--- src/include/l2_cache_settings.svh ---
// L2 cache geometry
`ifndef L2_CACHE_SETTINGS_SVH
`define L2_CACHE_SETTINGS_SVH

// Associativity and way index width
`define L2_NUM_WAYS 4
`define L2_WAY_BITS 2

// Sets per way
`define L2_NUM_SETS 8
`define L2_SET_BITS 3

// Line address is the tag above the set index
`define L2_TAG_BITS 3
`define L2_ADDR_BITS 6

// One cache line
`define L2_LINE_BITS 128

// Requester identity fields
`define L2_CORE_BITS 2
`define L2_STRAND_BITS 2
`define L2_UNIT_BITS 2

`endif

--- src/hdl/l2_cache_pkg.sv ---
// L2 cache opcodes

package l2_cache_pkg;

	// Request operations from the cores
	typedef enum logic [2:0]
	{
		L2REQ_LOAD = 3'd0,
		L2REQ_STORE = 3'd1,
		L2REQ_FLUSH = 3'd2,
		L2REQ_INVALIDATE = 3'd3,
		L2REQ_LOAD_SYNC = 3'd4,
		L2REQ_STORE_SYNC = 3'd5
	} l2req_op_t;

	// Response operations back to the cores
	// Sync variants share the plain load and store acks
	typedef enum logic [1:0]
	{
		L2RSP_LOAD_ACK = 2'd0,
		L2RSP_STORE_ACK = 2'd1,
		L2RSP_FLUSH_ACK = 2'd2,
		L2RSP_INVALIDATE_ACK = 2'd3
	} l2rsp_op_t;

endpackage

--- src/hdl/l2_cache_response.sv ---
// L2 cache response stage
`timescale 1ns/10ps
`include "l2_cache_settings.svh"

module l2_cache_response(
	input clk,
	input reset,
	input s2_valid,
	input [`L2_CORE_BITS-1:0] s2_core,
	input [`L2_UNIT_BITS-1:0] s2_unit,
	input [`L2_STRAND_BITS-1:0] s2_strand,
	input l2_cache_pkg::l2req_op_t s2_op,
	input [`L2_WAY_BITS-1:0] s2_way,
	input [`L2_LINE_BITS-1:0] s2_data,
	input s2_sync_success,
	output logic rsp_valid,
	output logic rsp_status,
	output logic [`L2_CORE_BITS-1:0] rsp_core,
	output logic [`L2_UNIT_BITS-1:0] rsp_unit,
	output logic [`L2_STRAND_BITS-1:0] rsp_strand,
	output l2_cache_pkg::l2rsp_op_t rsp_op,
	output logic [`L2_WAY_BITS-1:0] rsp_way,
	output logic [`L2_LINE_BITS-1:0] rsp_data);

	l2_cache_pkg::l2rsp_op_t response_op;

	// Request to response opcode
	always_comb
	begin
		case (s2_op)
			l2_cache_pkg::L2REQ_LOAD: response_op = l2_cache_pkg::L2RSP_LOAD_ACK;
			l2_cache_pkg::L2REQ_LOAD_SYNC: response_op = l2_cache_pkg::L2RSP_LOAD_ACK;
			l2_cache_pkg::L2REQ_STORE: response_op = l2_cache_pkg::L2RSP_STORE_ACK;
			l2_cache_pkg::L2REQ_STORE_SYNC: response_op = l2_cache_pkg::L2RSP_STORE_ACK;
			l2_cache_pkg::L2REQ_FLUSH: response_op = l2_cache_pkg::L2RSP_FLUSH_ACK;
			l2_cache_pkg::L2REQ_INVALIDATE: response_op = l2_cache_pkg::L2RSP_INVALIDATE_ACK;
			default: response_op = l2_cache_pkg::L2RSP_LOAD_ACK;
		endcase
	end

	// Every request gets exactly one response packet
	always_ff @(posedge clk, posedge reset)
	begin
		if (reset)
		begin
			rsp_valid <= 1'b0;
			rsp_status <= 1'b0;
			rsp_core <= '0;
			rsp_unit <= '0;
			rsp_strand <= '0;
			rsp_op <= l2_cache_pkg::L2RSP_LOAD_ACK;
			rsp_way <= '0;
			rsp_data <= '0;
		end
		else if (s2_valid)
		begin
			rsp_valid <= 1'b1;
			// Only a store-sync can report success
			rsp_status <= s2_sync_success;
			rsp_core <= s2_core;
			rsp_unit <= s2_unit;
			rsp_strand <= s2_strand;
			rsp_op <= response_op;
			rsp_way <= s2_way;
			rsp_data <= s2_data;
		end
		else
			rsp_valid <= 1'b0;
	end

endmodule

--- config.mk ---
export PLATFORM = sky130hd
export DESIGN_NAME = l2_cache_response
export DESIGN_NICKNAME = d
export VERILOG_FILES = /design/src/hdl/l2_cache_pkg.sv /design/src/hdl/l2_cache_response.sv
export VERILOG_INCLUDE_DIRS = /design/src /design/src/include
export SDC_FILE = /design/constraint.sdc
export NUM_CORES = 1
export LEC_CHECK = 0
export BUFFER_PORTS_ARGS = -buffer_cell sky130_fd_sc_hd__buf_4
export CAP_MARGIN = 20
export CORE_ASPECT_RATIO = 0.6
export CORE_MARGIN = 10
export CORE_UTILIZATION = 41
export DETAILED_ROUTE_END_ITERATION = 6
export PLACE_DENSITY = 0.75
export SLEW_MARGIN = 5
export SYNTH_ARGS = -nofsm -noshare
export SYNTH_HDL_FRONTEND = slang
export SYNTH_SLANG_ARGS = --single-unit
--- constraint.sdc ---
create_clock -name clk -period 4.3 [get_ports clk]
set_input_delay 0.43 -clock clk [delete_from_list [all_inputs] [get_ports clk]]
set_output_delay 0.43 -clock clk [all_outputs]
set_load 0.05 [all_outputs]
Word-level counts from Yosys, hierarchy flattened --
Cells that the tools add are included.
Cells by class: equality and inequality tests 4, reductions and logical operators 1, muxes and demuxes 2
Operators by type and width (number):
- $eq A3 B2 Y1 const B | 2
- $pmux W2 S3 | 1
- $eq A3 B1 Y1 const B | 1
- $eq A3 B3 Y1 const B | 1
- $reduce_or A2 Y1 | 1
- $mux W1 | 1
Storage, ports and cells: register bits 140, logic and storage cells 15, input bits 143, output and inout port bits 140

Logic depth before layout (Yosys ltp) --
depth after elaboration 3, mapped depth 5, gate-level depth less buffers 2

Worst setup path before layout --
No wires, ideal clock.
path type input port to flip-flop, start point in s2_valid, end point reg rsp_core[0], buffers on the path 3, setup slack 3.064 ns, required time 4.175 ns, stages on the path 4, data arrival time 1.111 ns, library setup time 0.125 ns, cells stage by stage buf_6 buf_8 buf_6 mux2_4
RTL lines:
- start: declaration | RTL line l2_cache_response.sv:8 | input s2_valid,
- end signal: assignment | RTL line l2_cache_response.sv:60 | rsp_core <= s2_core;
- end: declaration | RTL line l2_cache_response.sv:18 | output logic [`L2_CORE_BITS-1:0] rsp_core,
No word-level cell between the ends.

Final worst setup path --
start point in s2_valid, end point reg rsp_data[21]
RTL lines:
- end signal: assignment | RTL line l2_cache_response.sv:65 | rsp_data <= s2_data;
- end: declaration | RTL line l2_cache_response.sv:23 | output logic [`L2_LINE_BITS-1:0] rsp_data);
No word-level cell between the ends.

==> flow_summary.yaml <==
outcome:
  status: "finished clean"
grt:
  grt-ovfl-total: 0
  antenna_found_initial: 0
  grt_start_max_net_pins: 105
  track_usage_pct: 16.3
  grt_pass1_vias: 4031
  grt_first_pass_wirelength_mm: 23.9
synth:
  synth_compound_area_share_pct: 0.223
  synth-xor-area-share_pct: 0
  synth_top_family_by_area: "multiplexers"
  yosysSeqAreaShare_pct: 62.4
  synthMuxAreaShare_pct: 34.2
  syn-cell-area_sq_mm: 0.00561
  synth_fp_nets: 442
  synth_fa_ha_area_share_pct: 0
  synth-simple-area-share_pct: 0.134
  ys_warn_count: 0
  synth.distinct_cells: 10
  ys_ff_latch: 140
  syn_area_per_cell_sq_um: 18.8
  synthesis.instances: 299
route:
  drc_errors: 0
  wl_per_cell_um: 21.1
  routed_wl_mm: 16.2
  via_per_inst: 4.59
  vias: 3520
  dr.pass1.iters: 4
  drt_iter0_markers: 180
  ant_nets: 0
setup_path:
  r2r_slack_ns: 3.49
  crit_fanout: 89
  rr_startpoint: "rsp_data[62]"
  timing.rr.end: "rsp_data[62]"
  startpoint: "s2_valid"
  worstPathRequired_ns: 4.58
  cp.arrival_ns: 2.01
  path_class: "input port to flop"
  r2r_cells: 1
  cp-start-kind: "input port"
  end_kind: "flop"
  endpoint: "rsp_data[21]"
cells_and_area:
  drive_above_1_share_pct: 75.9
  syn_to_final_growth_pct: 49.9
  fin_nets: 729
  n_fill_cell: 973
  diodes: 0
  final_core_util_pct: 64.0
sta:
  rsz0062_at_grt: "false"
  worst_clock_skew_ns: 0
  period_share_pct: 40.2
  fin_tns_setup_ns: 0
  max_slew_margin_pct: 27.0
  tightest_slew_ns: 1.10
  setup_viol: 0
  drv_slew: 0
  fin_crit_ns: 1.73
  hold_viol: 0
  holdWs_ns: 0.228
  fmax_mhz: 578
floorplanning:
  num_rows: 32
  die_area_sq_mm: 0.0189
  io_pins: 283
  coreArea_sq_mm: 0.0131
  die_y_um: 111
  start_util_pct: 42.7
  die_w_um: 171
clock_network:
  clock_path_buffers: 2
  clkLatencyLatePin_ns: 0.40
  post_cts_buffers: 0
  htree_levels: 4
  cts_tree: "yes"
  path_clk_slew_ns: 0.06
  postCtsHoldBufs: 0
  cts_sinks: 140
  cts_resized: 0
  numCtsBuffers: 17
  cts-root-buf: "clkbuf_16"
placement:
  routabilityCongestion: 0.770
  dp_hpwl_mm: 12.3
  portBuffers: 282
flow_run:
  maxCapViolCount: 0
power:
  power_density_mw_per_mm2: 485
  ir_worst_vdd_mv: 0.236
  p_leak_nw: 4.26
min_path:
  min_path_type: "input port to async pin"
==> worst max-delay path, cell delays in order <==
cell	delay, ns
buf_6	0.71
buf_12	0.39
mux2_2	0.39
==> cell families after synthesis <==
| family | count (synthesis) |
|---|---|
| compound gates | 2 |
| buf+inv | 18 |
| flops | 140 |
| mux | 138 |
| simple gates | 1 |
==> through the flow <==
stage                     cells  cell area [sq um]  worst slack (ns)  power, mW
after floorplan             299               5610             0.117       2.26
after global placement      737               7820              2.16       2.63
after detailed placement    737               7820              2.09       2.65
after CTS                   767               8410              2.53       4.13
after global routing        767               8410              2.46       4.23
final                       767               8410              2.57       4.08
==> worst min-delay path by stage <==
stage / from / endpoint / cells after the start
after floorplan: s2_valid / rsp_valid / 0
after global placement: rsp_data[34] / rsp_data[34] / 1
after detailed placement: rsp_way[1] / rsp_way[1] / 1
after CTS: s2_data[77] / rsp_data[77] / 2
after global routing: s2_data[1] / rsp_data[1] / 2
final: reset / rsp_data[97] / 2
==> per-layer routing <==
layer	global-route usage (%)	wire length (um)
met1	18.2	6470
met2	26.7	7720
met3	8.56	1900
met4	4.07	77
met5	0	0
==> synth_stat cells, drive strengths merged <==
cell | number | area share (%)
inv | 2 | 0.13
a21boi | 1 | 0.13
o21ai | 1 | 0.089
mux2 | 138 | 34
buf | 16 | 2.8
nand3b | 1 | 0.13
dfrtp | 140 | 62
==> state kept, by name (all words and copies together), names as in the netlist <==
name and flops:
rsp_op 2, rsp_core 2, rsp_unit 2, rsp_status 1
rsp_data 128, rsp_way 2, rsp_valid 1, rsp_strand 2
==> cells in the final DEF (no fill, tap or decap), drive strengths merged <==
cell	n
dfrtp	140
clkbuf	17
inv	6
clkinv	2
mux2	138
clkinvlp	4
nand3b	1
buf	284
o21ai	1
bufinv	3
a21boi	1
==> cell type report <==
cell class	count	area (sq um)	area share [%]
flip-flops and latches	140	3500	41.7
inverters	2	12.5	0.149
clock inverters	13	165	1.96
multi-input cells	141	1940	23.1
well taps	170	213	2.53
repair buffers	284	2150	25.5
clock buffers	17	425	5.06
==> report_power, final <==
part	switching [mW]	total [mW]	internal [mW]
clock	0.551	1.46	0.911
sequential	0.0799	1.53	1.45
combinational	0.668	1.09	0.423
Note: power is estimated with default switching activity, not from simulation.
