### src/include/l2_cache_settings.svh
// L2 cache geometry
`ifndef L2_CACHE_SETTINGS_SVH
`define L2_CACHE_SETTINGS_SVH

// Associativity and way index width
`define L2_NUM_WAYS 4
`define L2_WAY_BITS 2

// Sets per way
`define L2_NUM_SETS 8
`define L2_SET_BITS 3

// Line address is the tag above the set index
`define L2_TAG_BITS 3
`define L2_ADDR_BITS 6

// One cache line
`define L2_LINE_BITS 128

// Requester identity fields
`define L2_CORE_BITS 2
`define L2_STRAND_BITS 2
`define L2_UNIT_BITS 2

`endif

### src/hdl/l2_cache_pkg.sv
// L2 cache opcodes

package l2_cache_pkg;

	// Request operations from the cores
	typedef enum logic [2:0]
	{
		L2REQ_LOAD = 3'd0,
		L2REQ_STORE = 3'd1,
		L2REQ_FLUSH = 3'd2,
		L2REQ_INVALIDATE = 3'd3,
		L2REQ_LOAD_SYNC = 3'd4,
		L2REQ_STORE_SYNC = 3'd5
	} l2req_op_t;

	// Response operations back to the cores
	// Sync variants share the plain load and store acks
	typedef enum logic [1:0]
	{
		L2RSP_LOAD_ACK = 2'd0,
		L2RSP_STORE_ACK = 2'd1,
		L2RSP_FLUSH_ACK = 2'd2,
		L2RSP_INVALIDATE_ACK = 2'd3
	} l2rsp_op_t;

endpackage

### src/hdl/l2_cache_tag.sv
// L2 cache tag stage
`timescale 1ns/10ps
`include "l2_cache_settings.svh"

module l2_cache_tag(
	input clk,
	input reset,
	input req_valid,
	input [`L2_CORE_BITS-1:0] req_core,
	input [`L2_UNIT_BITS-1:0] req_unit,
	input [`L2_STRAND_BITS-1:0] req_strand,
	input l2_cache_pkg::l2req_op_t req_op,
	input [`L2_ADDR_BITS-1:0] req_address,
	input [`L2_LINE_BITS-1:0] req_data,
	output logic req_ready,
	output logic s1_valid,
	output logic [`L2_CORE_BITS-1:0] s1_core,
	output logic [`L2_UNIT_BITS-1:0] s1_unit,
	output logic [`L2_STRAND_BITS-1:0] s1_strand,
	output l2_cache_pkg::l2req_op_t s1_op,
	output logic [`L2_SET_BITS-1:0] s1_set,
	output logic [`L2_TAG_BITS-1:0] s1_tag,
	output logic [`L2_LINE_BITS-1:0] s1_data);

	logic [`L2_SET_BITS-1:0] req_set;
	logic [`L2_TAG_BITS-1:0] req_tag;
	logic accept;

	// Set index in the low bits, tag above it
	assign req_set = req_address[`L2_SET_BITS-1:0];
	assign req_tag = req_address[`L2_ADDR_BITS-1:`L2_SET_BITS];

	// Hold off a request to the set that stage 1 is looking up
	// Its way writes land one cycle later, so this costs one cycle
	assign req_ready = !(s1_valid && s1_set == req_set);
	assign accept = req_valid && req_ready;

	always_ff @(posedge clk, posedge reset)
	begin
		if (reset)
			s1_valid <= 1'b0;
		else
			s1_valid <= accept;
	end

	// Request payload, only loaded on acceptance
	always_ff @(posedge clk)
	begin
		if (accept)
		begin
			s1_core <= req_core;
			s1_unit <= req_unit;
			s1_strand <= req_strand;
			s1_op <= req_op;
			s1_set <= req_set;
			s1_tag <= req_tag;
			s1_data <= req_data;
		end
	end

endmodule

### config.mk
export PLATFORM = sky130hd
export DESIGN_NAME = l2_cache_tag
export DESIGN_NICKNAME = d
export VERILOG_FILES = /design/src/hdl/l2_cache_pkg.sv /design/src/hdl/l2_cache_tag.sv
export VERILOG_INCLUDE_DIRS = /design/src /design/src/include
export SDC_FILE = /design/constraint.sdc
export NUM_CORES = 1
export LEC_CHECK = 0
export BUFFER_PORTS_ARGS = -buffer_cell sky130_fd_sc_hd__buf_4
export CORE_AREA = 5 5 109 111
export DETAILED_ROUTE_END_ITERATION = 8
export DIE_AREA = 0 0 114 116
export PLACE_DENSITY = 0.78
export SYNTH_ARGS = -nofsm -noshare
export SYNTH_HDL_FRONTEND = slang
export SYNTH_SLANG_ARGS = --single-unit
### constraint.sdc
create_clock -name clk -period 18.6 [get_ports clk]
set_clock_uncertainty 0.05 [all_clocks]
set_input_delay 4.65 -clock clk [delete_from_list [all_inputs] [get_ports clk]]
set_output_delay 4.65 -clock clk [all_outputs]
set_load 0.01 [all_outputs]
* Word-level counts from Yosys, hierarchy flattened
Index checks and enable logic that the tools add are counted.
** Word-level totals
- Register bits after elaboration :: 144
- Output and inout bits :: 145
- Logic and storage cells :: 12
** Cells by class
- Equality and inequality tests :: 1
- Reductions and logical operators :: 3
** Operator list (count)
- $eq 3x3->1 :: 1
- $logic_and 1x1->1 :: 2
- $logic_not 1->1 :: 1

* Depth between registers and ports, before layout
- Depth after elaboration :: 4
- Depth in mapped cells :: 2

* Least setup slack after synthesis
No wires, ideal clock.
- Path type :: input port to flip-flop
- Start :: input port req_address[0]
- End :: register s1_valid
- Setup time :: 0.915 ns
- Arrival time :: 12.441 ns
- Slack :: 5.194 ns
- Stages on the path :: 2
- Buffers on the path :: 0
- Cell sequence :: xnor2_1 > a41oi_1
** On the way
- Cells in the longest elaborated chain, start to end :: 4
** Ends and longest elaborated chain
- from (decl) :: RTL line l2_cache_tag.sv:13 : input [`L2_ADDR_BITS-1:0] req_address,
- $eq 3x3->1 :: RTL line l2_cache_tag.sv:35 : assign req_ready = !(s1_valid && s1_set == req_set);
- $logic_and 1x1->1 :: RTL line l2_cache_tag.sv:35
- $logic_not 1->1 :: RTL line l2_cache_tag.sv:35
- $logic_and 1x1->1 :: RTL line l2_cache_tag.sv:36 : assign accept = req_valid && req_ready;
- net accept :: RTL line l2_cache_tag.sv:27 : logic accept;
- to (signal assigned) :: RTL line l2_cache_tag.sv:43 : s1_valid <= accept;
- to (decl) :: RTL line l2_cache_tag.sv:16 : output logic s1_valid,
The timed path passes the listed nets, and every way through them passes these cells.
A chain may end at the register's enable or synchronous reset.

* Worst setup path in the final report
- Start :: input port req_address[0]
- End :: output port req_ready
** On the way
- Cells in the longest elaborated chain, start to end :: 3
** Ends and longest elaborated chain
- $eq 3x3->1 :: RTL line l2_cache_tag.sv:35
- $logic_and 1x1->1 :: RTL line l2_cache_tag.sv:35
- $logic_not 1->1 :: RTL line l2_cache_tag.sv:35
- to (decl) :: RTL line l2_cache_tag.sv:15 : output logic req_ready,
No other way between the ends.

==> flow_results.xml <==
<?xml version="1.0" encoding="UTF-8"?>
<metrics>
  <group name="clock_network">
    <metric name="post-cts-setup-buffer-count" unit="">0</metric>
    <metric name="clk_slew_on_worst_s_h_paths" unit="ns">0.06</metric>
    <metric name="cts_num_sinks" unit="">144</metric>
    <metric name="clockBufferDepth" unit="">2</metric>
    <metric name="cts.repair.resized" unit="">0</metric>
    <metric name="hold_buffers" unit="">0</metric>
    <metric name="numCtsBuffers" unit="">17</metric>
    <metric name="worstSkewPairLatency" unit="ns">0.50</metric>
    <metric name="cts_root_buf" unit="">sky130_fd_sc_hd__clkbuf_8</metric>
    <metric name="h-tree-depth" unit="">4</metric>
    <metric name="tritoncts" unit="">done</metric>
  </group>
  <group name="setup_path">
    <metric name="crit_slowest_cell" unit="">sky130_fd_sc_hd__xnor2_1</metric>
    <metric name="critPathMaxStageDelay" unit="ns">0.36</metric>
    <metric name="worst_ep_arrival_time" unit="ns">5.53</metric>
    <metric name="required" unit="ns">13.90</metric>
    <metric name="start_kind" unit="">input pin</metric>
    <metric name="critPathBufInv" unit="">2</metric>
    <metric name="worstPathCellList" unit="">buf_4, xnor2_1, nand4_1, buf_4</metric>
    <metric name="r2r_end" unit="">s1_data[17]</metric>
    <metric name="crit_path_frequent_cell" unit="">sky130_fd_sc_hd__buf_4</metric>
    <metric name="r2r-start" unit="">s1_set[2]</metric>
    <metric name="reg2reg_setup_slack" unit="ns">16.39</metric>
    <metric name="critPathKind" unit="">in -&gt; out</metric>
    <metric name="critPathTopFamily" unit="">XOR/XNOR gates</metric>
    <metric name="setup.worst_path.end_class" unit="">primary output</metric>
    <metric name="worst-r2r-cell-count" unit="">3</metric>
    <metric name="worst-path-max-fanout" unit="">2</metric>
  </group>
  <group name="global_routing">
    <metric name="grt_antenna_before_repair" unit="">0</metric>
    <metric name="largest_net_degree_at_the_start_of_global_routing" unit="">77</metric>
    <metric name="grt_remaining_overflow" unit="">0</metric>
    <metric name="track_usage" unit="%">17.5</metric>
    <metric name="first_pass_grt_wire_length" unit="mm">16.6</metric>
    <metric name="grt_pass1_vias" unit="">2965</metric>
  </group>
  <group name="timing">
    <metric name="min_hold_slack" unit="ns">0.732</metric>
    <metric name="hold_violations" unit="">0</metric>
    <metric name="setup-violations-final" unit="">0</metric>
    <metric name="max_freq" unit="GHz">0.0978</metric>
    <metric name="slew_headroom" unit="%">37.3</metric>
    <metric name="final_max_tran_viols" unit="">0</metric>
    <metric name="fin_setup_tns" unit="ns">0</metric>
    <metric name="timing.final.crit_period" unit="ns">10.23</metric>
    <metric name="worst_slew_pin_slew" unit="ns">0.941</metric>
    <metric name="fin_crit_sh" unit="%">55.0</metric>
    <metric name="unrepaired_setup_endpoints_after_global_routing" unit="">no</metric>
  </group>
  <group name="floorplan">
    <metric name="dieWidth" unit="µm">114</metric>
    <metric name="vert_die_dim" unit="µm">116</metric>
    <metric name="die_area" unit="mm²">0.0132</metric>
    <metric name="floorplan.initialDensity" unit="%">40.8</metric>
    <metric name="io_pins" unit="">291</metric>
    <metric name="placeableCoreArea" unit="mm²">0.0107</metric>
    <metric name="rows" unit="">38</metric>
  </group>
  <group name="hold_path">
    <metric name="hold-path-cell-count" unit="">1</metric>
    <metric name="hold_path.startpoint" unit="">s1_valid</metric>
    <metric name="hp-class" unit="">reg -&gt; reg</metric>
    <metric name="holdPathEnd" unit="">s1_data[85]</metric>
  </group>
  <group name="yosys">
    <metric name="synthesis.area" unit="mm²">0.00437</metric>
    <metric name="syn_avg_cell_area" unit="µm²">28.9</metric>
    <metric name="ys_types" unit="">6</metric>
    <metric name="syn_inst" unit="">151</metric>
    <metric name="yosys-top-cells-area" unit="">sky130_fd_sc_hd__edfxtp_1 98%, sky130_fd_sc_hd__xnor2_1 0.60%, sky130_fd_sc_hd__dfrtp_1 0.57%</metric>
    <metric name="syn-num-nets" unit="">297</metric>
    <metric name="yosysWarningCount" unit="">0</metric>
    <metric name="synth_area_leader_cell" unit="">sky130_fd_sc_hd__edfxtp_1</metric>
    <metric name="sequential_to_total_area_share_from_yosys_stat" unit="%">98.9</metric>
    <metric name="ys_ff_latch" unit="">144</metric>
    <metric name="synth_largest_type_area_fraction" unit="%">98.3</metric>
  </group>
  <group name="routing">
    <metric name="routed-via-count" unit="">2725</metric>
    <metric name="postRouteWirelength" unit="mm">11.6</metric>
    <metric name="drt_first_pass_iters" unit="">4</metric>
    <metric name="ant_nets" unit="">0</metric>
    <metric name="drt_iter0_markers" unit="">150</metric>
    <metric name="route.detailed.wl_per_inst" unit="µm">19.0</metric>
    <metric name="post_drt_via_cell_ratio" unit="">4.44</metric>
    <metric name="drc_errors" unit="">0</metric>
  </group>
  <group name="final_layout">
    <metric name="antenna_cells" unit="">0</metric>
    <metric name="area_growth" unit="%">68.1</metric>
    <metric name="final_layout_size_suffix_gt1_share" unit="%">67.1</metric>
    <metric name="final_nets" unit="">608</metric>
  </group>
  <group name="outcome">
    <metric name="status" unit="">complete, no violations</metric>
  </group>
  <group name="power_and_ir_drop">
    <metric name="peak_supply_drop" unit="mV">0.0626</metric>
    <metric name="leakage_power_of_the_design" unit="nW">3.11</metric>
    <metric name="power_per_cell_area" unit="mW/mm²">109</metric>
  </group>
  <group name="run">
    <metric name="count_of_maximum_capacitance_violations" unit="">0</metric>
  </group>
  <group name="place">
    <metric name="globalplace.congestion" unit="">0.841</metric>
    <metric name="io_buffer_count" unit="">290</metric>
  </group>
</metrics>
metal layers:
| layer | vias up | part of all wire (%) | track usage (%) |
|---|---|---|---|
| met2 | 186 | 54 | 30.7 |
| met4 | 0 | 2.1 | 7.28 |
| met1 | 1285 | 31 | 16.9 |
| met5 | - | 0 | 0 |
| li1 | 1235 | - | - |
| met3 | 19 | 14 | 9.87 |
cell type report:
cell class / instances / area, µm²
clock buffer: 18 / 418
clock inverter: 13 / 169
fill: 735 / 3360
inverter: 2 / 7.51
multi-input combinational: 5 / 60.1
sequential: 144 / 4320
tap: 140 / 175
timing repair buffer: 292 / 2190
power breakdown:
group	internal, mW	leakage (nW)	switching [mW]	total [mW]
clock	0.215	0.283	0.120	0.335
sequential	0.383	1.40	0.00619	0.389
combinational	0.0427	1.42	0.0330	0.0758
synth_stat cells (all sizes together):
master  count
nand4       1
a41oi       1
dfrtp       1
inv         2
xnor2       3
edfxtp    143
placed cells by master (no fill, tap or decap):
master,synthesis,final
sky130_fd_sc_hd__inv_6,0,1
sky130_fd_sc_hd__clkinv_1,0,5
sky130_fd_sc_hd__nand4_1,1,1
sky130_fd_sc_hd__a41oi_4,0,1
sky130_fd_sc_hd__buf_4,0,292
sky130_fd_sc_hd__edfxtp_1,143,143
sky130_fd_sc_hd__bufinv_16,0,4
sky130_fd_sc_hd__clkinv_4,0,1
sky130_fd_sc_hd__clkbuf_16,0,16
sky130_fd_sc_hd__xnor2_1,3,3
sky130_fd_sc_hd__dfrtp_1,1,1
sky130_fd_sc_hd__clkinv_2,0,1
sky130_fd_sc_hd__clkbuf_1,0,1
sky130_fd_sc_hd__clkbuf_8,0,1
sky130_fd_sc_hd__inv_1,2,2
sky130_fd_sc_hd__clkinvlp_4,0,1
worst max path at each step:
stage                    from         to  cells after the start
5_1_grt        req_address[1]  req_ready                      4
3_5_place_dp   req_address[2]  req_ready                      4
4_1_cts        req_address[2]  req_ready                      4
3_3_place_gp   req_address[2]  req_ready                      4
2_1_floorplan  req_address[0]   s1_valid                      2
6_report       req_address[0]  req_ready                      4
state kept, by name, summed over array words and instances (netlist names):
register / cells
s1_set: 3
s1_data: 128
s1_op: 3
s1_strand: 2
s1_valid: 1
s1_unit: 2
s1_core: 2
s1_tag: 3
kinds of logic (layout without fill, tap and decap cells):
group           count (synthesis)  in the layout  share of synthesized area [%]
flops                         144            144                           98.9
compound gates                  1              1                          0.201
simple gates                    1              1                          0.143
xor+xnor                        3              3                          0.602
buf+inv                         2            325                          0.172
metrics by stage:
stage | total power, mW | util [%] | area (µm²) | std cells | setup slack (ns)
after floorplan | 0.419 | - | 4370 | 151 | 5.19
after global routing | 0.830 | 68.6 | 7340 | 614 | 8.35
after global placement | 0.470 | 63.1 | 6750 | 583 | 8.47
after CTS | 0.808 | 68.6 | 7340 | 614 | 8.39
after detailed placement | 0.473 | 63.1 | 6750 | 583 | 8.42
final | 0.799 | 68.6 | 7340 | 614 | 8.37
(Power assumes the default switching activity.)
