===== config.mk =====
export PLATFORM = sky130hd
export DESIGN_NAME = l2_cache_way
export DESIGN_NICKNAME = d
export VERILOG_FILES = /design/src/hdl/l2_cache_way.sv
export VERILOG_INCLUDE_DIRS = /design/src /design/src/include
export SDC_FILE = /design/constraint.sdc
export NUM_CORES = 1
export LEC_CHECK = 0
export CAP_MARGIN = 40
export CELL_PAD_IN_SITES_DETAIL_PLACEMENT = 0
export CELL_PAD_IN_SITES_GLOBAL_PLACEMENT = 1
export CORE_MARGIN = 10
export CORE_UTILIZATION = 26
export CTS_CLUSTER_SIZE = 14
export DETAILED_ROUTE_END_ITERATION = 8
export DONT_BUFFER_PORTS = 1
export GPL_ROUTABILITY_DRIVEN = 0
export PLACE_DENSITY = 0.43
export SYNTH_ARGS = -nofsm -noshare
export SYNTH_HDL_FRONTEND = slang
export SYNTH_SLANG_ARGS = --single-unit

===== constraint.sdc =====
create_clock -name clk -period 3.2 [get_ports clk]
set_clock_uncertainty 0.2 [all_clocks]
set_input_delay 0.64 -clock clk [delete_from_list [all_inputs] [get_ports clk]]
set_output_delay 0.64 -clock clk [all_outputs]
set_load 0.1 [all_outputs]

===== src/include/l2_cache_settings.svh =====
// L2 cache geometry
`ifndef L2_CACHE_SETTINGS_SVH
`define L2_CACHE_SETTINGS_SVH

// Associativity and way index width
`define L2_NUM_WAYS 4
`define L2_WAY_BITS 2

// Sets per way
`define L2_NUM_SETS 8
`define L2_SET_BITS 3

// Line address is the tag above the set index
`define L2_TAG_BITS 3
`define L2_ADDR_BITS 6

// One cache line
`define L2_LINE_BITS 128

// Requester identity fields
`define L2_CORE_BITS 2
`define L2_STRAND_BITS 2
`define L2_UNIT_BITS 2

`endif


===== src/hdl/l2_cache_way.sv =====
// L2 cache way bank
`timescale 1ns/10ps
`include "l2_cache_settings.svh"

module l2_cache_way(
	input clk,
	input reset,
	input [`L2_SET_BITS-1:0] lookup_set,
	input [`L2_TAG_BITS-1:0] lookup_tag,
	input write_en,
	input [`L2_SET_BITS-1:0] write_set,
	input [`L2_TAG_BITS-1:0] write_tag,
	input [`L2_LINE_BITS-1:0] write_data,
	input write_valid,
	input write_dirty,
	output logic hit,
	output logic line_valid,
	output logic line_dirty,
	output logic [`L2_TAG_BITS-1:0] line_tag,
	output logic [`L2_LINE_BITS-1:0] line_data);

	// Per set state bits
	logic [`L2_NUM_SETS-1:0] valid_bits;
	logic [`L2_NUM_SETS-1:0] dirty_bits;

	// Tag and line storage
	logic [`L2_TAG_BITS-1:0] tag_mem [`L2_NUM_SETS];
	logic [`L2_LINE_BITS-1:0] data_mem [`L2_NUM_SETS];

	// All lines start invalid and clean
	always_ff @(posedge clk, posedge reset)
	begin
		if (reset)
		begin
			valid_bits <= '0;
			dirty_bits <= '0;
		end
		else if (write_en)
		begin
			valid_bits[write_set] <= write_valid;
			dirty_bits[write_set] <= write_dirty;
		end
	end

	always_ff @(posedge clk)
	begin
		if (write_en)
		begin
			tag_mem[write_set] <= write_tag;
			data_mem[write_set] <= write_data;
		end
	end

	// Combinational lookup of the addressed set
	assign line_valid = valid_bits[lookup_set];
	assign line_dirty = dirty_bits[lookup_set];
	assign line_tag = tag_mem[lookup_set];
	assign line_data = data_mem[lookup_set];

	// Hit needs a live line with a matching tag
	assign hit = line_valid && line_tag == lookup_tag;

endmodule


[Word level (Yosys, flattened, before mapping)]
Memories as Yosys holds them, arrays and structs flattened.
Cells that the tools add are included.
Word-level totals
  register bits: 16
  bits in writable memories: 1048
  bits of input ports: 145
  word-level logic and storage cells: 20
  memories kept: 2
Cells by class
  order comparisons: 3
  equality and inequality tests: 1
  muxes and demuxes: 10
  reduce and logical (&&, ||, !) cells: 2
Memories
  data_mem: depth 8, bits a word 128, read ports 1, clocked after Yosys merged registers in 0, write ports 1, line l2_cache_way.sv:28  | logic [`L2_LINE_BITS-1:0] data_mem [`L2_NUM_SETS];
  tag_mem: depth 8, bits a word 3, read ports 1, clocked after Yosys merged registers in 0, write ports 1, line l2_cache_way.sv:27  | logic [`L2_TAG_BITS-1:0] tag_mem [`L2_NUM_SETS];
Operator list (number)
  $bwmux 8: 2
  $lt 3x4->1 const B: 2
  $bmux 1 s3: 2
  $mux 1: 5
  $demux 1 s3: 1
  $eq 3x3->1: 1
  $ge 3x1->1 const B: 1
  $logic_and 1x1->1: 2

[Longest topological paths before layout]
Gate-level depths: netlist of run 1.
  depth after elaboration: 5
  gate-level depth with buffers: 7

[Least setup slack after synthesis of run 1]
Ideal clock, no wire load.
  path kind: input-to-reg
  start: input write_set[0]
  end: register dirty_bits[0]
  library setup time: 0.111 ns
  arrival: 11.043 ns
  setup slack: -8.155 ns
  stages: 2
  path through: nor3_1 > mux2_2
On the way
  longest elaborated chain between the ends: 5
  elaborated cells between the ends (all ways): 6
Ends and longest elaborated chain
  start, declared: line l2_cache_way.sv:11  | input [`L2_SET_BITS-1:0] write_set,
  $lt 3x4->1 (not written as such) / $ge 3x1->1 (equally long branches): line l2_cache_way.sv:41  | dirty_bits[write_set] <= write_dirty;
  $logic_and 1x1->1 (not written as such): line l2_cache_way.sv:41
  $mux 1 (not written as such): line l2_cache_way.sv:41
  $demux 1 s3 *: line l2_cache_way.sv:41
  $bwmux 8 *: line l2_cache_way.sv:41
  end signal, assigned by index: line l2_cache_way.sv:41
  end, declared: line l2_cache_way.sv:24  | logic [`L2_NUM_SETS-1:0] dirty_bits;
Every way passes the cells marked *; elsewhere a longest branch is shown, timed or not.
A chain may end at the register's enable or synchronous reset.

[Worst setup path in the final report of run 1]
  start: memory tag_mem[5][2] (netlist bit)
  end: output hit
On the way
  longest elaborated chain between the ends: 3
Ends and longest elaborated chain
  start, declared: line l2_cache_way.sv:27
  $mem_v2 8x3
  $eq 3x3->1: line l2_cache_way.sv:61  | assign hit = line_valid && line_tag == lookup_tag;
  $logic_and 1x1->1: line l2_cache_way.sv:61
  end, declared: line l2_cache_way.sv:16  | output logic hit,
No other way between the ends.

==> out/metrics.yaml, run 1 <==
status: "finished, violations left"
violations: "negative setup slack"
grt_max_degree: 271
slew_headroom: 0.349
postPlaceCellArea_um2: 43200
layout_setup_ws_ns: -0.0874
max_cap_violations: 0
cts_tree: "done"
rr_endpoint: "dirty_bits[0]"
fin_area_um2: 48400
synth_flop_cell: "edfxtp_1"
core-area_um2: 155000
yosysSeqAreaShare: 0.786
slowest_delay_ns: 0.48
end_kind: "output port"
htreeDepth: 3
dieWidth_um: 415
globalRouteMet2Util: 0.198
clockBufferDepth: 3
synth.most_common_cell: "edfxtp_1"
cts_resized: 0
min_path_cells: 4
setup_viol: 18
start_util: 0.262
crit_path_max_fanout: 2
dieArea_um2: 172000
synthesis.instances: 1605
drt_pass1_iterations: 5
synth_largest_area_cell: "edfxtp_1"
fin_hold_ws_ns: 0.112
grtUsageTotal: 0.112
die_height_um: 415
synth_area_um2: 40500
hold_viol_final: 0
worstPathRequired_ns: 2.36
peakVddDrop_mv: 0.460
arrival_ns: 2.45
hp-start: "write_set[0]"
clk_latency_ns: 0.70
r2r-start: "dirty_bits[0]"
hold_class: "in2reg"
drcViolationCount: 0
busiest_layer: "met2"
final_util: 0.313
crit_slowest_cell: "mux4_2"
ys_ff_latch: 1064
cts.reportedPaths.clkPinSlew_ns: 0.06
area_delta_synth_final_pct: 19.5
vias: 17500
wirelength_um: 98900
postSynthNetCount: 1750
synth_area_per_cell_um2: 25.3
postRouteAntennaNets: 0
power_uw: 32000
p_per_area_nw_per_um2: 661
nets: 1977
wire_per_inst_um: 24.8
gr-usage-met1: 0.135
min_to: "dirty_bits[3]"
root_buffer: "clkbuf_16"
io_pins: 279
rows: 144
clock.fmax_ghz: 0.304
ff2ff_setup_slack_ns: 2.25
reg2reg_depth: 1
grt_pass1_vias: 19500
slew_violations: 0
yosysUniqueCellTypes: 29
cts_num_sinks: 1064
crit_type: "reg2out"
leakage_uw: 0.0151
grt_pass1_wl_um: 142000
yosys_warnings: 0
layout-drive-gt1-share: 0.289
cts_made_buffers: 120
antenna_found_initial: 11
via_per_inst: 4.38
critPathLaunch: "tag_mem[5][2]"
synth_area_leaders: "edfxtp_1 78%, mux4_2 11%, mux4_1 4.4%"
synth_commonest_cells: "1048 x edfxtp_1, 195 x mux4_2, 138 x mux2_2"
dp_hpwl_um: 50000
synth_edf_count: 1048
use_met3: 0.0265
finalCriticalPeriod_ns: 3.29
async_reset_ff_frac: 0.0150
drtIter0Drc: 1147
startpoint_type: "flip-flop"
worst_pin_slew_ns: 0.977
grt_setup_unrepaired: "yes"
synth_top_area_share: 0.776
finalCritPeriodShare: 1.03
critical_path.cell_chain: "mux4_2 > mux2_4 > xnor2_2 > o2111a_2 > buf_12"
grt-ovfl-total: 0
io_buffer_count: 0
==> flip-flops by register name (all words and copies together), names as in the netlist <==
signal	flops
tag_mem	24
valid_bits	8
data_mem	1024
dirty_bits	8
==> routing by layer <==
metal | vias to the layer above | routed length, um | part of all wire
li1 | 7428 | - | -
met1 | 9537 | 40400 | 0.41
met2 | 345 | 51400 | 0.52
met3 | 153 | 4680 | 0.047
met4 | 2 | 2380 | 0.024
met5 | - | 12 | 0.00012
==> metrics by stage <==
step / instances / setup slack [ns] / setup TNS (ns)
after floorplan: 1605 / -1.58 / -537.31
after global placement: 3614 / 0.229 / 0
after detailed placement: 3614 / 0.229 / 0
after CTS: 3979 / -0.203 / -0.203
after global routing: 3983 / -0.197 / -0.197
final: 3984 / -0.0874 / -0.555
==> how the worst max path moves through the flow <==
| stage | to | slack, ns | depth (start not counted) |
|---|---|---|---|
| floorplan | dirty_bits[0] | -1.58 | 3 |
| global placement | hit | 0.23 | 5 |
| detailed placement | hit | 0.23 | 4 |
| CTS | hit | -0.20 | 5 |
| global route | hit | -0.20 | 5 |
| finish | hit | -0.09 | 5 |
==> critical path: cells and delay by family (launching register included) <==
| kind | cells | cell delay, ns |
|---|---|---|
| buffers and inverters | 1 | 0.18 |
| xor gates and xnor gates | 1 | 0.12 |
| DFF | 1 | 0.39 |
| AOI/OAI and AO/OA | 1 | 0.26 |
| muxes | 2 | 0.79 |
==> where the power goes <==
| part | switching (uW) | leakage [uW] | total [uW] | internal [uW] |
|---|---|---|---|---|
| sequential | 108 | 0.00972 | 15900 | 15800 |
| combinational | 2070 | 0.00358 | 2870 | 794 |
| clock | 5590 | 0.00184 | 13200 | 7610 |
==> layout by cell type (no fill, tap or decap), types with 2 or more instances in the layout <==
cell | netlist | routed
clkbuf_16 | 0 | 120
clkbuf_1 | 15 | 27
edfxtp_1 | 1048 | 1048
nand2_1 | 28 | 27
nor2b_1 | 2 | 2
or2_4 | 0 | 2
clkinvlp_4 | 0 | 10
diode_2 | 0 | 5
nor3_4 | 0 | 2
bufinv_16 | 0 | 9
dlygate4sd3_1 | 0 | 139
nand2b_4 | 0 | 3
mux4_1 | 68 | 68
buf_4 | 1 | 17
mux4_2 | 195 | 195
mux2_2 | 138 | 138
inv_6 | 0 | 5
clkinv_2 | 0 | 23
dfrtp_1 | 16 | 16
mux2i_1 | 8 | 8
buf_12 | 0 | 24
clkinv_16 | 0 | 2
clkinv_1 | 0 | 31
nor2_4 | 0 | 2
inv_1 | 6 | 2
==> timing repair <==
action                                  CTS  global route
buffers inserted                          1             0
endpoints found under the hold margin  1085             0
setup endpoints to repair                 1             1
hold buffers                            139             0
pin swaps                                 1             0
==> cells by family (layout without fill, tap and decap cells) <==
logic type | after synthesis | after routing | synth area share
AOI/OAI and AO/OA | 3 | 3 | 0.000618
xor gates and xnor gates | 2 | 2 | 0.000618
buffers and inverters | 81 | 411 | 0.0143
DFF | 1064 | 1064 | 0.786
muxes | 410 | 410 | 0.193
other | 0 | 5 | 0
and+or+nand+nor | 45 | 45 | 0.00503
==> layout make-up <==
class | instances | area (um^2)
Antenna cell | 5 | 12.5
Clock buffer | 147 | 3100
Clock inverter | 78 | 687
Fill cell | 14700 | 106000
Inverter | 6 | 37.5
Multi-Input combinational cell | 460 | 8160
Sequential cell | 1064 | 31900
Tap cell | 2044 | 2560
Timing Repair Buffer | 180 | 2000
No activity file was read; power rests on OpenSTA's default activity.
==> inputs of run 2 (changes only) <==
--- a/config.mk
+++ b/config.mk
@@ -6,6 +6,7 @@
 export SDC_FILE = /design/constraint.sdc
 export NUM_CORES = 1
 export LEC_CHECK = 0
+export ABC_AREA = 1
 export CAP_MARGIN = 40
 export CELL_PAD_IN_SITES_DETAIL_PLACEMENT = 0
 export CELL_PAD_IN_SITES_GLOBAL_PLACEMENT = 1
@@ -15,7 +16,7 @@
 export DETAILED_ROUTE_END_ITERATION = 8
 export DONT_BUFFER_PORTS = 1
 export GPL_ROUTABILITY_DRIVEN = 0
-export PLACE_DENSITY = 0.43
+export PLACE_DENSITY = 0.45
 export SYNTH_ARGS = -nofsm -noshare
 export SYNTH_HDL_FRONTEND = slang
 export SYNTH_SLANG_ARGS = --single-unit
==> run 2 against run 1 <==
Net effect: the flow still finishes with violations (negative setup slack); cell area increased by 7.5%; count of clock-buffer cells in the layout increased by 5; first-iteration DRC count increased by 29%; die area increased by 1.4%; synthesized cell count increased by 94%; power increased by 2.3%; critical path depth increased by 3; hold slack improved by 0.11 ns; sequential power about the same; register-to-register slack improved by 0.05 ns; via count increased by 44%; fmax increased by 2.3%; critical path type is now in2out.
==> out/metrics.yaml, run 2 <==
finalCriticalPeriod_ns: 3.21  # -0.0739 ns
worstPathRequired_ns: 2.36  # about the same
reg2reg_depth: 2  # +1
layout_setup_ws_ns: -0.0135  # +0.0739 ns
synth.most_common_cell: "edfxtp_1"
dp.cells: 5189  # +44%
ff2ff_setup_slack_ns: 2.30  # +0.05 ns
dieWidth_um: 418  # +0.71%
final_cell_mix: "1048 x edfxtp_1, 527 x nor2_1, 524 x o21ai_0"
grt_max_degree: 539  # +99%
postSynthNetCount: 3255  # +86%
wire_per_inst_um: 21.7  # -12%
dieArea_um2: 175000  # +1.4%
antenna_found_initial: 13  # +2
crit_path_max_fanout: 269  # +267
synth_area_per_cell_um2: 13.2  # -48%
die_height_um: 418  # +0.71%
cts_num_sinks: 1064  # unchanged
synth_flop_cell: "edfxtp_1"
arrival_ns: 2.37  # -0.08 ns
min_path_cells: 3  # -1
p_per_area_nw_per_um2: 629  # -4.8%
max_cap_violations: 0  # unchanged
drtIter0Drc: 1480  # +29%
clockBufferDepth: 3  # unchanged
r2r-start: "valid_bits[5]"
final_util: 0.332  # +0.0188
final_cells: 5558  # +40%
synth_area_leaders: "edfxtp_1 76%, o21ai_0 6.4%, nor2_1 4.9%"
hold_class: "in2reg"
largest_reg_flops: 1024  # unchanged
min_to: "data_mem[4][88]"
core-area_um2: 157000  # +1.4%
yosys_warnings: 0  # unchanged
io_pins: 279  # unchanged
place_ws_ns: 0.227  # -0.00235 ns
reg_top3: "data_mem: 1024 flops, tag_mem: 24 flops"
postRouteAntennaNets: 0  # unchanged
peakVddDrop_mv: 0.488  # +6.0%
start_util: 0.262  # +0.000271
synth_top_area_share: 0.765  # -0.0115
nets: 3541  # +79%
clock.fmax_ghz: 0.311  # +2.3%
cts_made_buffers: 121  # +0.83%
maxUsedRoutingLayer: "met5"
area_delta_synth_final_pct: 26.6
critical_path.cell_chain: "inv_8 > buf_12 > buf_4 > o21ai_0 > o22ai_1 > nand2_1 > nand2_1 > buf_12"
htreeDepth: 3  # unchanged
slowest_delay_ns: 0.37  # -0.11 ns
vias: 25200  # +44%
hold_viol_final: 0  # unchanged
ys_ff_latch: 1064  # unchanged
rr_endpoint: "valid_bits[5]"
cts.reportedPaths.clkPinSlew_ns: 0.06  # about the same
status: "finished, violations left"
power_uw: 32700  # +2.3%
clk_latency_ns: 0.70  # about the same
cp_top_family: "buffers and inverters"
final_common_cell: "edfxtp_1"
dr_wl_met3_um: 4890  # +4.5%
violations: "negative setup slack"
yosysUniqueCellTypes: 22  # -24%
async_reset_ff_frac: 0.0150  # unchanged
io_buffer_count: 0  # unchanged
synth_commonest_cells: "1048 x edfxtp_1, 539 x nor2_1, 527 x o21ai_0"
drcViolationCount: 0  # unchanged
grtUsageTotal: 0.133  # +0.0209
root_buffer: "clkbuf_16"
leakage_uw: 0.0175  # +16%
dp_hpwl_um: 62900  # +26%
wl_met2_um: 60300  # +17%
rows: 145  # +0.69%
finalCritPeriodShare: 1.00  # -0.0231
grt-ovfl-total: 0  # unchanged
synth_largest_area_cell: "edfxtp_1"
hp-start: "write_set[2]"
cts_tree: "done"
startpoint_type: "primary input"
synthesis.instances: 3110  # +94%
setup_viol: 6  # -12
drt_pass1_iterations: 6  # +1
yosysSeqAreaShare: 0.775  # -0.0116
crit_buf_inv: 4  # +3
tns_ns: -0.0403  # +0.514 ns
worst_pin_slew_ns: 1.18  # +0.201 ns
grt_pass1_vias: 25700  # +32%
slew_headroom: 0.215  # -0.134
end_kind: "output port"
grt_pass1_wl_um: 176000  # +24%
grt_setup_unrepaired: "yes"
synth_edf_count: 1048  # unchanged
wirelength_um: 121000  # +22%
via_per_inst: 4.54  # +3.5%
m1WireLength_um: 53200  # +32%
crit_slowest_cell: "inv_8"
slew_violations: 0  # unchanged
regMostFlops: "data_mem"
layout-drive-gt1-share: 0.121  # -0.168
synth_area_um2: 41100  # +1.5%
crit_type: "in2out"
[run 2: metrics by stage]
step           hold WS (ns)  instance area [um^2]
2_1_floorplan         0.256                 41300
3_3_place_gp          0.273                 46800
3_5_place_dp          0.281                 46800
4_1_cts               0.155                 51800
5_1_grt               0.190                 52100
6_report              0.222                 52100
[run 2: worst max path at each step]
stage                  start              to  slack, ns  cells past startpoint
3_3_place_gp   lookup_set[1]  line_data[124]       0.17                      8
3_5_place_dp   lookup_set[1]  line_data[109]       0.23                      8
5_1_grt        lookup_set[0]    line_data[9]      -0.02                      8
6_report       lookup_set[1]  line_data[109]      -0.01                      8
4_1_cts        lookup_set[1]  line_data[124]       0.21                      8
2_1_floorplan       write_en   dirty_bits[2]      -0.37                      7
[run 2: cell families after synthesis]
| logic type | synth area share |
|---|---|
| buf+inv | 0.0285 |
| compound gates | 0.105 |
| flops | 0.775 |
| simple gates | 0.0922 |
[run 2: cell type report]
class                      instances  area [um^2]
sequential                      1064        31900
tap                             2058         2570
multi-input combinational       1799         8240
clock buffer                     152         3140
inverter                          41          215
fill                           15600       105000
clock inverter                    68          500
timing repair inverter             1         11.3
antenna                            7         17.5
timing repair buffer             368         5490
[run 2: repair_timing]
item,in CTS,in global routing
hold endpoints to repair,1080,0
endpoints found under the setup margin,0,93
setup buffers,0,3
hold buffers,134,0
resized for setup,0,18
[run 2: worst reg2reg max path, cell delays in order (launching register included)]
cell	delay [ns]
dfrtp_1	0.39
nor2_1	0.12
a21oi_1	0.05
[run 2: routing by layer]
metal / vias to the layer above / global-route usage
met1: 12700 / 0.170
li1: 11900 / -
met2: 425 / 0.233
met3: 161 / 0.0242
met5: - / 0
met4: 8 / 0.0352
[run 2: where the power goes]
part	internal [uW]	total, uW	switching, uW
clock network	7320	12900	5590
registers	15800	15900	100
logic	1280	3910	2630
total	24400	32700	8320
==> inputs of run 3 (changes only) <==
--- a/config.mk
+++ b/config.mk
@@ -17,6 +17,7 @@
 export DONT_BUFFER_PORTS = 1
 export GPL_ROUTABILITY_DRIVEN = 0
 export PLACE_DENSITY = 0.45
+export REMOVE_ABC_BUFFERS = 1
 export SYNTH_ARGS = -nofsm -noshare
 export SYNTH_HDL_FRONTEND = slang
 export SYNTH_SLANG_ARGS = --single-unit
==> run 3 against run 2 <==
Net effect: the flow finishes with violations (max-slew violations, negative setup slack); largest cell class unchanged; first-iteration DRC count down 4.9%; critical path type unchanged; fmax down 16%; non-clock buffer count up 39; highest routed layer unchanged; clock power about the same; largest power group unchanged; via count up 0.92%.
==> out/metrics.yaml, run 3 (synthesis gave the netlist of run 2 again) <==
pwr-share-clk: 0.396  # +0.002
dieArea_um2: 175000  # unchanged
cts_tree: "done"
core-area_um2: 157000  # unchanged
dp.cells: 5190  # +0.019%
power_uw: 33200  # +1.4%
finalCriticalPeriod_ns: 3.84  # +0.624 ns
worst_pin_slew_ns: 1.96  # +0.779 ns
drcViolationCount: 0  # unchanged
grt_pass1_wl_um: 177000  # +0.54%
vias: 25400  # +0.92%
critPathLaunch: "lookup_set[0]"
grt_max_degree: 539  # unchanged
fin_hold_ws_ns: 0.230  # +0.00771 ns
clk_latency_ns: 0.70  # about the same
dr_wl_met3_um: 4110  # -16%
reg_top3: "data_mem: 1024 flops, tag_mem: 24 flops"
r2r-start: "valid_bits[5]"
final_common_cell: "edfxtp_1"
finalCritPeriodShare: 1.20  # +0.195
p_per_area_nw_per_um2: 623  # -1.0%
dieWidth_um: 418  # unchanged
antenna_found_initial: 15  # +2
clock.fmax_ghz: 0.261  # -16%
crit_type: "in2out"
violations: "max-slew violations, negative setup slack"
end_kind: "output port"
regMostFlops: "data_mem"
ff2ff_setup_slack_ns: 2.34  # +0.04 ns
p_int_uw: 24800  # +1.6%
worstPathRequired_ns: 2.36  # about the same
layout_setup_ws_ns: -0.637  # -0.624 ns
hold_class: "in2reg"
dp_hpwl_um: 63000  # +0.19%
status: "finished, violations left"
hold_viol_final: 0  # unchanged
root_buffer: "clkbuf_16"
cts_made_buffers: 121  # unchanged
startpoint_type: "primary input"
htreeDepth: 3  # unchanged
largest_reg_flops: 1024  # unchanged
p_sw_uw: 8390  # +0.79%
power_frac_comb: 0.124  # +0.004
wl_met2_um: 63500  # +5.3%
clockBufferDepth: 3  # unchanged
die_height_um: 418  # unchanged
max_cap_violations: 0  # unchanged
io_pins: 279  # unchanged
grtUsageTotal: 0.134  # +0.00108
start_util: 0.262  # unchanged
wire_per_inst_um: 22.3  # +2.4%
grt_setup_unrepaired: "yes"
p_seq_frac: 0.480  # -0.006
area_delta_synth_final_pct: 29.6
leakage_uw: 0.0180  # +2.7%
via_per_inst: 4.55  # +0.29%
slew_headroom: -0.305  # -0.520
m1WireLength_um: 54600  # +2.6%
io_buffer_count: 0  # unchanged
peakVddDrop_mv: 0.443  # -9.2%
setup_viol: 134  # +128
drt_pass1_iterations: 5  # -1
reg2reg_depth: 2  # unchanged
rr_endpoint: "valid_bits[5]"
final_cell_mix: "1048 x edfxtp_1, 508 x nor2_1, 486 x o21ai_0"
crit_path_max_fanout: 539  # +100%
drtIter0Drc: 1407  # -4.9%
slew_violations: 237  # +237
cts.reportedPaths.clkPinSlew_ns: 0.06  # about the same
final_cells: 5593  # +0.63%
cts_num_sinks: 1064  # unchanged
layout-drive-gt1-share: 0.164  # +0.0435
num-fill-cells: 15400  # -1.1%
nets: 3580  # +1.1%
rows: 145  # unchanged
grt_pass1_vias: 25500  # -0.78%
arrival_ns: 3.00  # +0.63 ns
wirelength_um: 125000  # +3.1%
grt-ovfl-total: 0  # unchanged
cp-endpoint: "line_data[71]"
postRouteAntennaNets: 0  # unchanged
maxUsedRoutingLayer: "met5"
switching_share: 0.253  # -0.00145
==> run 3: timing repair <==
item / 4_1_cts / 5_1_grt
resized for setup: 0 / 212
endpoints found under the hold margin: 1080 / 0
hold buffers: 134 / 0
endpoints found under the setup margin: 0 / 128
setup buffers: 0 / 20
==> run 3: worst min path at each step <==
stage	to	cells after the start	startpoint
after floorplan	dirty_bits[2]	2	dirty_bits[2]
after global placement	valid_bits[2]	2	valid_bits[2]
after detailed placement	valid_bits[2]	2	valid_bits[2]
after CTS	data_mem[1][28]	3	write_set[2]
after global routing	data_mem[1][28]	3	write_set[2]
final	data_mem[1][28]	3	write_set[2]
==> run 3: cell type report <==
type,instances,area (um^2),area share
Antenna cell,6,15.0,0.000282
Clock buffer,156,3200,0.0601
Clock inverter,61,528,0.00990
Inverter,41,195,0.00366
Multi-Input combinational cell,1799,8620,0.162
Sequential cell,1064,31900,0.598
Tap cell,2058,2570,0.0483
Timing Repair Buffer,407,6300,0.118
Timing Repair inverter,1,11.3,0.000211
==> run 3: through the flow <==
stage	cell area, um^2	setup slack (ns)	setup TNS, ns	util
2_1_floorplan	40100	-4.33	-4453.93	-
3_3_place_gp	46900	0.0250	0	0.299
3_5_place_dp	46900	0.0109	0	0.299
4_1_cts	52000	0.0857	0	0.331
5_1_grt	53300	-0.177	-12.96	0.340
6_report	53300	-0.637	-70.77	0.340
==> run 3: power groups by stage <==
stage | logic, uW | registers (uW) | clock network [uW]
4_1_cts | 3970 | 15900 | 13600
2_1_floorplan | 2200 | 16300 | 0
3_5_place_dp | 3640 | 16200 | 0
3_3_place_gp | 3650 | 16200 | 0
6_report | 4120 | 15900 | 13100
5_1_grt | 4370 | 16000 | 14200
==> run 3: critical path: stages <==
cell and delay [ns]:
clkinv_16 0.32, buf_16 0.18, buf_16 0.14, buf_12 0.15
clkbuf_16 0.16, nor2_1 0.04, o22ai_1 0.17, nand2_1 0.08
nand2_2 0.12, buf_12 0.18
==> run 3: metal layers <==
layer | vias to the layer above | global-route usage
met1 | 12800 | 0.168
met2 | 388 | 0.241
met3 | 160 | 0.0206
met5 | - | 0
li1 | 12000 | -
met4 | 6 | 0.0363
